### src/hdl/lc3b_params.svh
`ifndef LC3B_PARAMS_SVH
`define LC3B_PARAMS_SVH

////////////////////////////////////////////////////////////////////////
// widths fixed by the isa
////////////////////////////////////////////////////////////////////////

// data and address width
`define LC3B_WORD_W 16

// general purpose registers r0..r7
`define LC3B_NUM_REGS 8

// first fetch address out of reset
`define LC3B_RESET_PC 16'h0000

// size of the modelled memory, in words
`define LC3B_MEM_WORDS 256

`endif

### src/hdl/lc3b_types.sv
`include "lc3b_params.svh"

package lc3b_types;

	typedef logic [`LC3B_WORD_W-1:0] lc3b_word;
	typedef logic [$clog2(`LC3B_NUM_REGS)-1:0] lc3b_reg;

	// n, z, p from msb to lsb
	typedef logic [2:0] lc3b_nzp;

	// full lc3b opcode map, only part of it is executed
	typedef enum logic [3:0] {
		op_br   = 4'b0000,
		op_add  = 4'b0001,
		op_ldb  = 4'b0010,
		op_stb  = 4'b0011,
		op_jsr  = 4'b0100,
		op_and  = 4'b0101,
		op_ldr  = 4'b0110,
		op_str  = 4'b0111,
		op_rti  = 4'b1000,
		op_not  = 4'b1001,
		op_ldi  = 4'b1010,
		op_sti  = 4'b1011,
		op_jmp  = 4'b1100,
		op_shf  = 4'b1101,
		op_lea  = 4'b1110,
		op_trap = 4'b1111
	} lc3b_opcode;

	typedef enum logic [1:0] {
		alu_add,
		alu_and,
		alu_not,
		alu_pass
	} lc3b_alu_op;

	// value written back to the register file
	typedef enum logic [1:0] {
		wb_alu,
		wb_address,
		wb_rdata
	} lc3b_wb_sel;

endpackage : lc3b_types

### src/hdl/lc3b_regfile.sv
`include "lc3b_params.svh"

module lc3b_regfile import lc3b_types::*;
(
	input logic clk,
	input logic reset,
	input logic write,
	input lc3b_reg dest,
	input lc3b_word wdata,
	input lc3b_reg src_a,
	input lc3b_reg src_b,
	output lc3b_word reg_a,
	output lc3b_word reg_b
);

lc3b_word regs [`LC3B_NUM_REGS];

always_ff @(posedge clk)
begin
	if (reset)
	begin
		for (int i = 0; i < `LC3B_NUM_REGS; i++)
			regs[i] <= '0;
	end
	else if (write)
		regs[dest] <= wdata;
end

// no write bypass, decode stalls on pending writers instead
assign reg_a = regs[src_a];
assign reg_b = regs[src_b];

endmodule : lc3b_regfile

### src/hdl/lc3b_decode.sv
module lc3b_decode import lc3b_types::*;
(
	input logic clk,
	input logic reset,
	input logic advance,
	input logic flush,
	input lc3b_word inst_rdata,
	input lc3b_word pc_next,
	input lc3b_word reg_a,
	input lc3b_word reg_b,
	input lc3b_reg ex_dest,
	input logic ex_writes,
	input lc3b_reg res_dest,
	input logic res_writes,
	output lc3b_reg src_a,
	output lc3b_reg src_b,
	output logic stall,
	output logic de_valid,
	output lc3b_opcode de_opcode,
	output lc3b_alu_op de_alu_op,
	output lc3b_wb_sel de_wb_sel,
	output logic de_use_imm,
	output logic de_writes,
	output logic de_sets_cc,
	output logic de_read_mem,
	output logic de_write_mem,
	output lc3b_reg de_dest,
	output lc3b_word de_op_a,
	output lc3b_word de_op_b,
	output lc3b_word de_ir,
	output lc3b_word de_pc
);

lc3b_word ir, ir_pc;
logic ir_valid;
lc3b_opcode opcode;
lc3b_alu_op alu_op;
lc3b_wb_sel wb_sel;
logic uses_a, uses_b, writes, sets_cc, read_mem, write_mem, use_imm;
logic hit_a, hit_b;
logic next_valid;

//////////////////////////////////////////////////////////////////////
// instruction register
//////////////////////////////////////////////////////////////////////

always_ff @(posedge clk)
begin
	if (advance && !stall)
	begin
		ir <= inst_rdata;
		ir_pc <= pc_next;
	end
end

always_ff @(posedge clk)
begin
	if (reset)
		ir_valid <= 1'b0;
	else if (advance)
	begin
		if (flush)
			ir_valid <= 1'b0;
		else if (!stall)
			ir_valid <= 1'b1;
	end
end

//////////////////////////////////////////////////////////////////////
// control decode
//////////////////////////////////////////////////////////////////////

assign opcode = lc3b_opcode'(ir[15:12]);
assign use_imm = ir[5];

always_comb
begin
	alu_op = alu_pass;
	wb_sel = wb_alu;
	uses_a = 1'b0;
	uses_b = 1'b0;
	writes = 1'b0;
	sets_cc = 1'b0;
	read_mem = 1'b0;
	write_mem = 1'b0;
	case (opcode)
		op_add, op_and:
		begin
			alu_op = (opcode == op_add) ? alu_add : alu_and;
			uses_a = 1'b1;
			uses_b = !ir[5];
			writes = 1'b1;
			sets_cc = 1'b1;
		end
		op_not:
		begin
			alu_op = alu_not;
			uses_a = 1'b1;
			writes = 1'b1;
			sets_cc = 1'b1;
		end
		// lc3b lea leaves the codes alone
		op_lea:
		begin
			wb_sel = wb_address;
			writes = 1'b1;
		end
		op_ldr:
		begin
			wb_sel = wb_rdata;
			uses_a = 1'b1;
			writes = 1'b1;
			sets_cc = 1'b1;
			read_mem = 1'b1;
		end
		op_str:
		begin
			uses_a = 1'b1;
			uses_b = 1'b1;
			write_mem = 1'b1;
		end
		default:
		begin
			alu_op = alu_pass;
		end
	endcase
end

// str reads its source from the dr field
assign src_a = ir[8:6];
assign src_b = (opcode == op_str) ? ir[11:9] : ir[2:0];

// true when a younger read would see a stale register
assign hit_a = (ex_writes && ex_dest == src_a) || (res_writes && res_dest == src_a);
assign hit_b = (ex_writes && ex_dest == src_b) || (res_writes && res_dest == src_b);

assign stall = ir_valid && ((uses_a && hit_a) || (uses_b && hit_b));

//////////////////////////////////////////////////////////////////////
// decode to execute register
//////////////////////////////////////////////////////////////////////

assign next_valid = ir_valid && !stall && !flush;

always_ff @(posedge clk)
begin
	if (reset)
	begin
		de_valid <= 1'b0;
		de_writes <= 1'b0;
		de_sets_cc <= 1'b0;
		de_read_mem <= 1'b0;
		de_write_mem <= 1'b0;
	end
	else if (advance)
	begin
		de_valid <= next_valid;
		de_writes <= next_valid && writes;
		de_sets_cc <= next_valid && sets_cc;
		de_read_mem <= next_valid && read_mem;
		de_write_mem <= next_valid && write_mem;
	end
end

always_ff @(posedge clk)
begin
	if (advance)
	begin
		de_opcode <= opcode;
		de_alu_op <= alu_op;
		de_wb_sel <= wb_sel;
		de_use_imm <= use_imm;
		de_dest <= ir[11:9];
		de_op_a <= reg_a;
		de_op_b <= reg_b;
		de_ir <= ir;
		de_pc <= ir_pc;
	end
end

endmodule : lc3b_decode

### src/hdl/lc3b_execute.sv
module lc3b_execute import lc3b_types::*;
(
	input logic clk,
	input logic reset,
	input logic advance,
	input logic flush,
	input logic de_valid,
	input lc3b_opcode de_opcode,
	input lc3b_alu_op de_alu_op,
	input lc3b_wb_sel de_wb_sel,
	input logic de_use_imm,
	input logic de_writes,
	input logic de_sets_cc,
	input logic de_read_mem,
	input logic de_write_mem,
	input lc3b_reg de_dest,
	input lc3b_word de_op_a,
	input lc3b_word de_op_b,
	input lc3b_word de_ir,
	input lc3b_word de_pc,
	output logic ex_valid,
	output logic ex_writes,
	output logic ex_sets_cc,
	output logic ex_read_mem,
	output logic ex_write_mem,
	output lc3b_reg ex_dest,
	output lc3b_opcode ex_opcode,
	output lc3b_wb_sel ex_wb_sel,
	output lc3b_word ex_alu_out,
	output lc3b_word ex_address,
	output lc3b_word ex_store_data,
	output lc3b_nzp ex_nzp_mask
);

lc3b_word imm5, offset6, offset9;
lc3b_word alu_b, alu_out, address;
logic keep;

// offsets are word offsets, hence the shift by one
assign imm5 = {{11{de_ir[4]}}, de_ir[4:0]};
assign offset6 = {{9{de_ir[5]}}, de_ir[5:0], 1'b0};
assign offset9 = {{6{de_ir[8]}}, de_ir[8:0], 1'b0};

assign alu_b = de_use_imm ? imm5 : de_op_b;

always_comb
begin
	case (de_alu_op)
		alu_add: alu_out = de_op_a + alu_b;
		alu_and: alu_out = de_op_a & alu_b;
		alu_not: alu_out = ~de_op_a;
		default: alu_out = de_op_a;
	endcase
end

// base + offset6 for loads and stores, pc relative otherwise
assign address = (de_opcode == op_ldr || de_opcode == op_str) ?
	de_op_a + offset6 : de_pc + offset9;

//////////////////////////////////////////////////////////////////////
// execute to result register
//////////////////////////////////////////////////////////////////////

assign keep = de_valid && !flush;

always_ff @(posedge clk)
begin
	if (reset)
	begin
		ex_valid <= 1'b0;
		ex_writes <= 1'b0;
		ex_sets_cc <= 1'b0;
		ex_read_mem <= 1'b0;
		ex_write_mem <= 1'b0;
	end
	else if (advance)
	begin
		ex_valid <= keep;
		ex_writes <= keep && de_writes;
		ex_sets_cc <= keep && de_sets_cc;
		ex_read_mem <= keep && de_read_mem;
		ex_write_mem <= keep && de_write_mem;
	end
end

always_ff @(posedge clk)
begin
	if (advance)
	begin
		ex_dest <= de_dest;
		ex_opcode <= de_opcode;
		ex_wb_sel <= de_wb_sel;
		ex_alu_out <= alu_out;
		ex_address <= address;
		ex_store_data <= de_op_b;
		ex_nzp_mask <= de_ir[11:9];
	end
end

endmodule : lc3b_execute

### src/hdl/lc3b_result.sv
module lc3b_result import lc3b_types::*;
(
	input logic clk,
	input logic reset,
	input logic advance,
	input lc3b_word data_rdata,
	input logic data_resp,
	input logic ex_valid,
	input logic ex_writes,
	input logic ex_sets_cc,
	input logic ex_read_mem,
	input logic ex_write_mem,
	input lc3b_reg ex_dest,
	input lc3b_opcode ex_opcode,
	input lc3b_wb_sel ex_wb_sel,
	input lc3b_word ex_alu_out,
	input lc3b_word ex_address,
	input lc3b_word ex_store_data,
	input lc3b_nzp ex_nzp_mask,
	output logic data_read,
	output logic data_write,
	output lc3b_word data_address,
	output lc3b_word data_wdata,
	output logic reg_write,
	output lc3b_reg reg_dest,
	output lc3b_word reg_wdata,
	output logic branch_taken,
	output lc3b_word branch_target
);

logic data_hold;
lc3b_word rdata_buf, load_data;
lc3b_nzp cc, cc_next;

// response already taken while the fetch side was still busy
always_ff @(posedge clk)
begin
	if (reset || advance)
		data_hold <= 1'b0;
	else if (data_resp)
		data_hold <= 1'b1;
end

always_ff @(posedge clk)
begin
	if (data_resp)
		rdata_buf <= data_rdata;
end

assign data_read = ex_read_mem && !data_hold;
assign data_write = ex_write_mem && !data_hold;
assign data_address = ex_address;
assign data_wdata = ex_store_data;

assign load_data = data_hold ? rdata_buf : data_rdata;

always_comb
begin
	case (ex_wb_sel)
		wb_address: reg_wdata = ex_address;
		wb_rdata: reg_wdata = load_data;
		default: reg_wdata = ex_alu_out;
	endcase
end

assign cc_next = {reg_wdata[15], reg_wdata == '0, !reg_wdata[15] && reg_wdata != '0};

always_ff @(posedge clk)
begin
	if (reset)
		cc <= '0;
	else if (advance && ex_sets_cc)
		cc <= cc_next;
end

assign reg_write = advance && ex_writes;
assign reg_dest = ex_dest;

// codes already hold the result of the previous instruction
assign branch_taken = ex_valid && ex_opcode == op_br && |(ex_nzp_mask & cc);
assign branch_target = ex_address;

endmodule : lc3b_result

### src/hdl/lc3b_datapath.sv
`include "lc3b_params.svh"

module lc3b_datapath import lc3b_types::*;
(
	input logic clk,
	input logic reset,

	// instruction port
	output logic inst_read,
	output lc3b_word inst_address,
	input logic inst_resp,
	input lc3b_word inst_rdata,

	// data port
	output logic data_read,
	output logic data_write,
	output lc3b_word data_address,
	output lc3b_word data_wdata,
	input logic data_resp,
	input lc3b_word data_rdata,

	// register write observation
	output logic reg_write,
	output lc3b_reg reg_dest,
	output lc3b_word reg_wdata
);

lc3b_word pc, pc_next, inst_buf, inst_word;
logic inst_hold, advance, stall, flush;
logic branch_taken;
lc3b_word branch_target;
lc3b_reg src_a, src_b;
lc3b_word reg_a, reg_b;

// decode to execute
logic de_valid, de_use_imm, de_writes, de_sets_cc, de_read_mem, de_write_mem;
lc3b_opcode de_opcode;
lc3b_alu_op de_alu_op;
lc3b_wb_sel de_wb_sel;
lc3b_reg de_dest;
lc3b_word de_op_a, de_op_b, de_ir, de_pc;

// execute to result
logic ex_valid, ex_writes, ex_sets_cc, ex_read_mem, ex_write_mem;
lc3b_reg ex_dest;
lc3b_opcode ex_opcode;
lc3b_wb_sel ex_wb_sel;
lc3b_word ex_alu_out, ex_address, ex_store_data;
lc3b_nzp ex_nzp_mask;

//////////////////////////////////////////////////////////////////////
// fetch and global advance
//////////////////////////////////////////////////////////////////////

// whole pipe moves only when neither port is waiting
assign advance = (!inst_read || inst_resp) && (!(data_read || data_write) || data_resp);
assign flush = branch_taken;

always_ff @(posedge clk)
begin
	if (reset || advance)
		inst_hold <= 1'b0;
	else if (inst_resp)
		inst_hold <= 1'b1;
end

always_ff @(posedge clk)
begin
	if (inst_resp)
		inst_buf <= inst_rdata;
end

assign inst_word = inst_hold ? inst_buf : inst_rdata;
assign inst_read = !inst_hold;
assign inst_address = pc;
assign pc_next = pc + lc3b_word'(2);

always_ff @(posedge clk)
begin
	if (reset)
		pc <= `LC3B_RESET_PC;
	else if (advance)
	begin
		if (branch_taken)
			pc <= branch_target;
		else if (!stall)
			pc <= pc_next;
	end
end

//////////////////////////////////////////////////////////////////////
// stages
//////////////////////////////////////////////////////////////////////

lc3b_regfile regfile
(
	.clk, .reset,
	.write(reg_write), .dest(reg_dest), .wdata(reg_wdata),
	.src_a, .src_b, .reg_a, .reg_b
);

lc3b_decode decode
(
	.clk, .reset, .advance, .flush,
	.inst_rdata(inst_word), .pc_next, .reg_a, .reg_b,
	.ex_dest(de_dest), .ex_writes(de_writes),
	.res_dest(ex_dest), .res_writes(ex_writes),
	.src_a, .src_b, .stall,
	.de_valid, .de_opcode, .de_alu_op, .de_wb_sel, .de_use_imm,
	.de_writes, .de_sets_cc, .de_read_mem, .de_write_mem,
	.de_dest, .de_op_a, .de_op_b, .de_ir, .de_pc
);

lc3b_execute execute
(
	.clk, .reset, .advance, .flush,
	.de_valid, .de_opcode, .de_alu_op, .de_wb_sel, .de_use_imm,
	.de_writes, .de_sets_cc, .de_read_mem, .de_write_mem,
	.de_dest, .de_op_a, .de_op_b, .de_ir, .de_pc,
	.ex_valid, .ex_writes, .ex_sets_cc, .ex_read_mem, .ex_write_mem,
	.ex_dest, .ex_opcode, .ex_wb_sel, .ex_alu_out, .ex_address,
	.ex_store_data, .ex_nzp_mask
);

lc3b_result result
(
	.clk, .reset, .advance, .data_rdata, .data_resp,
	.ex_valid, .ex_writes, .ex_sets_cc, .ex_read_mem, .ex_write_mem,
	.ex_dest, .ex_opcode, .ex_wb_sel, .ex_alu_out, .ex_address,
	.ex_store_data, .ex_nzp_mask,
	.data_read, .data_write, .data_address, .data_wdata,
	.reg_write, .reg_dest, .reg_wdata,
	.branch_taken, .branch_target
);

endmodule : lc3b_datapath

### config.mk
export PLATFORM = sky130hd
export DESIGN_NAME = lc3b_datapath
export DESIGN_NICKNAME = d
export VERILOG_FILES = /design/src/hdl/lc3b_types.sv /design/src/hdl/lc3b_regfile.sv /design/src/hdl/lc3b_decode.sv /design/src/hdl/lc3b_execute.sv /design/src/hdl/lc3b_result.sv /design/src/hdl/lc3b_datapath.sv
export VERILOG_INCLUDE_DIRS = /design/src /design/src/hdl
export SDC_FILE = /design/constraint.sdc
export NUM_CORES = 1
export LEC_CHECK = 0
export ABC_AREA = 1
export BUFFER_PORTS_ARGS = -buffer_cell sky130_fd_sc_hd__buf_2
export CORE_MARGIN = 4
export CORE_UTILIZATION = 55
export DETAILED_ROUTE_END_ITERATION = 12
export GPL_ROUTABILITY_DRIVEN = 0
export GPL_TIMING_DRIVEN = 0
export PLACE_DENSITY = 0.82
export SLEW_MARGIN = 30
export SYNTH_ARGS = -nofsm -noshare
export SYNTH_HDL_FRONTEND = slang
export SYNTH_SLANG_ARGS = --single-unit
### constraint.sdc
create_clock -name clk -period 15.8 [get_ports clk]
set_input_delay 2.37 -clock clk [delete_from_list [all_inputs] [get_ports clk]]
set_output_delay 2.37 -clock clk [all_outputs]
set_load 0.1 [all_outputs]
==> results_dict.tcl <==
set metrics [dict create \
    fin_area_um2 20300 \
    yosysWarningCount 0 \
    dieArea_um2 35600 \
    wl_per_cell_um 20.7 \
    grt_max_degree 87 \
    cts_made_buffers 37 \
    ys_seq_elements 349 \
    grt_setup_unrepaired "no" \
    async_reset_ff_share_pct 0 \
    root_buffer "clkbuf_16" \
    ir_worst_vdd_v 0.000105 \
    final_cell_count_no_fill 2517 \
    cp-start-kind "primary input" \
    worstSetupPathType "in2out" \
    cts.sinks 349 \
    finalHoldViolations 0 \
    power_density_nw_per_um2 141 \
    die_w_um 189 \
    critical-path-slowest-cell "o21ai_0" \
    yosysMostFrequentCell "nand2_1" \
    outcome "finished clean" \
    dpl.hpwl_um 37800 \
    cts_tree "built" \
    postRouteAntennaNets 0 \
    tns_ps 0 \
    clk_pin_slew_ps 60 \
    synth_area_um2 18000 \
    drt_iter0_markers 2096 \
    die_h_um 189 \
    critPathMaxStageDelay_ps 460 \
    worstPathMaxFanout 10 \
    clock_path_buffers 3 \
    dpl-instance-area_um2 19100 \
    fin_util_pct 63.6 \
    port_buffers 106 \
    grt-busiest-layer "met2" \
    crit_chain "buf_2 -> nor2_1 -> o21ai_0 -> o21ai_2 -> inv_1 -> buf_2" \
    rows 65 \
    pre_cts_ws_ps 9500 \
    fin_skew_ps 19.4 \
    cp.required_ps 13430 \
    hold_path_class "reg2reg" \
    period_share_pct 39.9 \
    yosysTopAreaCell "edfxtp_1" \
    total_power_mw 2.86 \
    fillers 2512 \
    leakage_nw 8.42 \
    holdWs_ps 412 \
    syn_to_final_growth_pct 13.0 \
    synth_flop_cell "edfxtp_1" \
    track_usage_pct 28.6 \
    clock.fmax_ghz 0.159 \
    maxCapViolations 0 \
    grt_pass1_wl_um 80700 \
    worstSetupEndpointType "output pin" \
    pin_count 107 \
    syn_avg_cell_area_um2 9.40 \
    synthTopCellsByArea "edfxtp_1 (53%), nand2_1 (7.6%), o21ai_0 (5.3%)" \
    fin_crit_ps 6310 \
    grtUsageMet3_pct 6.54 \
    synth_cells 1909 \
    drv_slew 0 \
    clk_latency_ps 540 \
    final_nets 2141 \
    synth-edff-count 317 \
    viasPerCell 6.16 \
    core_um2 31900 \
    synth_top_area_share_pct 53.0 \
    crit_top_cell "buf_2" \
    met1_usage_pct 36.3 \
    wirelength_um 52100 \
    vias 15500 \
    tightestPinTransition_ps 859 \
    start_util_pct 56.3 \
    htree_levels 2 \
    multi_input_area_um2 6710 \
    layout.area.seq_um2 10200 \
    rrSetupSlack_ps 12090 \
    dr.pass1.iters 7 \
    synth.distinct_cells 48 \
    post_cts_buffers 0 \
    dpl.cell_count 2451 \
    grt_pass1_vias 14900 \
    setup_violations 0 \
    overflow 0 \
    synth_seq_area_share_pct 56.6 \
    hold_buffers 0 \
    synth_nets 1995 \
    arrival_ps 3940 \
    drc_errors 0 \
    relSlewSlack_pct 42.7 \
    setup_ws_ps 9490 \
    netlist_top_cells_count "nand2_1 (364), edfxtp_1 (317), nor2_1 (234)" \
    met2_usage_pct 47.7 \
    drive_gt1_share_pct 11.5 \
    ctsResizeCount 0 \
    antenna_found_initial 1 \
]
flip-flops by register name (all words and copies together) (netlist names), 12 cells and up:
register               count
execute.ex_store_data     16
decode.de_pc              16
decode.de_op_b            16
decode.de_op_a            16
inst_buf                  16
inst_address              16
decode.de_ir              12
execute.ex_address        16
decode.ir_pc              16
execute.ex_alu_out        16
result.rdata_buf          16
regfile.regs             128
decode.ir                 16
layout make-up:
cell class	instances	share of cell area, %
inverters	194	3.63
flip-flops and latches	349	50.1
clock buffers	48	4.97
clock inverters	17	1.04
diodes	1	0.0123
multi-input cells	1283	33.1
repair buffers	107	2.75
plain buffers	83	1.75
well taps	435	2.68
power by group:
| part | switching (mW) | internal, mW |
|---|---|---|
| clock | 0.361 | 0.519 |
| sequential | 0.0729 | 1.11 |
| combinational | 0.617 | 0.179 |
| total | 1.05 | 1.81 |
kinds of logic (layout without fill, tap and decap cells):
| family | after synthesis | after routing | synth area share, % |
|---|---|---|---|
| simple gates | 709 | 709 | 16.1 |
| mux | 12 | 12 | 0.690 |
| flops | 349 | 349 | 56.6 |
| xor+xnor | 20 | 20 | 0.976 |
| fa+ha+maj | 50 | 50 | 3.61 |
| buf+inv | 277 | 449 | 6.04 |
| other cells | 0 | 1 | 0 |
| compound gates | 492 | 492 | 16.0 |
final timing paths:
| kind | start | end | cells past startpoint |
|---|---|---|---|
| min reg2reg | decode.ir[4] | decode.de_ir[4] | 0 |
| max reg2reg | decode.de_ir[5] | execute.ex_alu_out[15] | 15 |
| min | decode.ir[4] | decode.de_ir[4] | 0 |
| max | data_rdata[11] | reg_wdata[11] | 6 |
layout by cell type, fill, tap and decap left out, types with 10 or more instances in the layout:
master and n:
inv_1 186, a211oi_1 19, nor2_1 234, clkbuf_1 63, o2111ai_1 10, ha_1 47, nand2_2 13, xor2_1 15
o21ai_2 17, dfxtp_1 32, nand2_1 363, a21oi_1 128, o21bai_1 20, nand3_1 55, nor3_1 12, edfxtp_1 317
buf_2 126, or2_2 10, o211ai_1 38, clkbuf_16 38, a31oi_1 35, o22ai_1 14, o21ai_0 189
metal layers:
metal  wire length [µm]  vias to the layer above  share of wire, %
li1                   -                     6921                 -
met1              18700                     7176                36
met2              24200                     1147                46
met3               6400                      260                12
met4               2720                        4               5.2
met5                 26                        -             0.050
critical path, delay by kind of cell:
kind            cells  cell delay, ps
compound gates      2             830
simple gates        1              50
buf+inv             3             670
(Power assumes the default switching activity.)
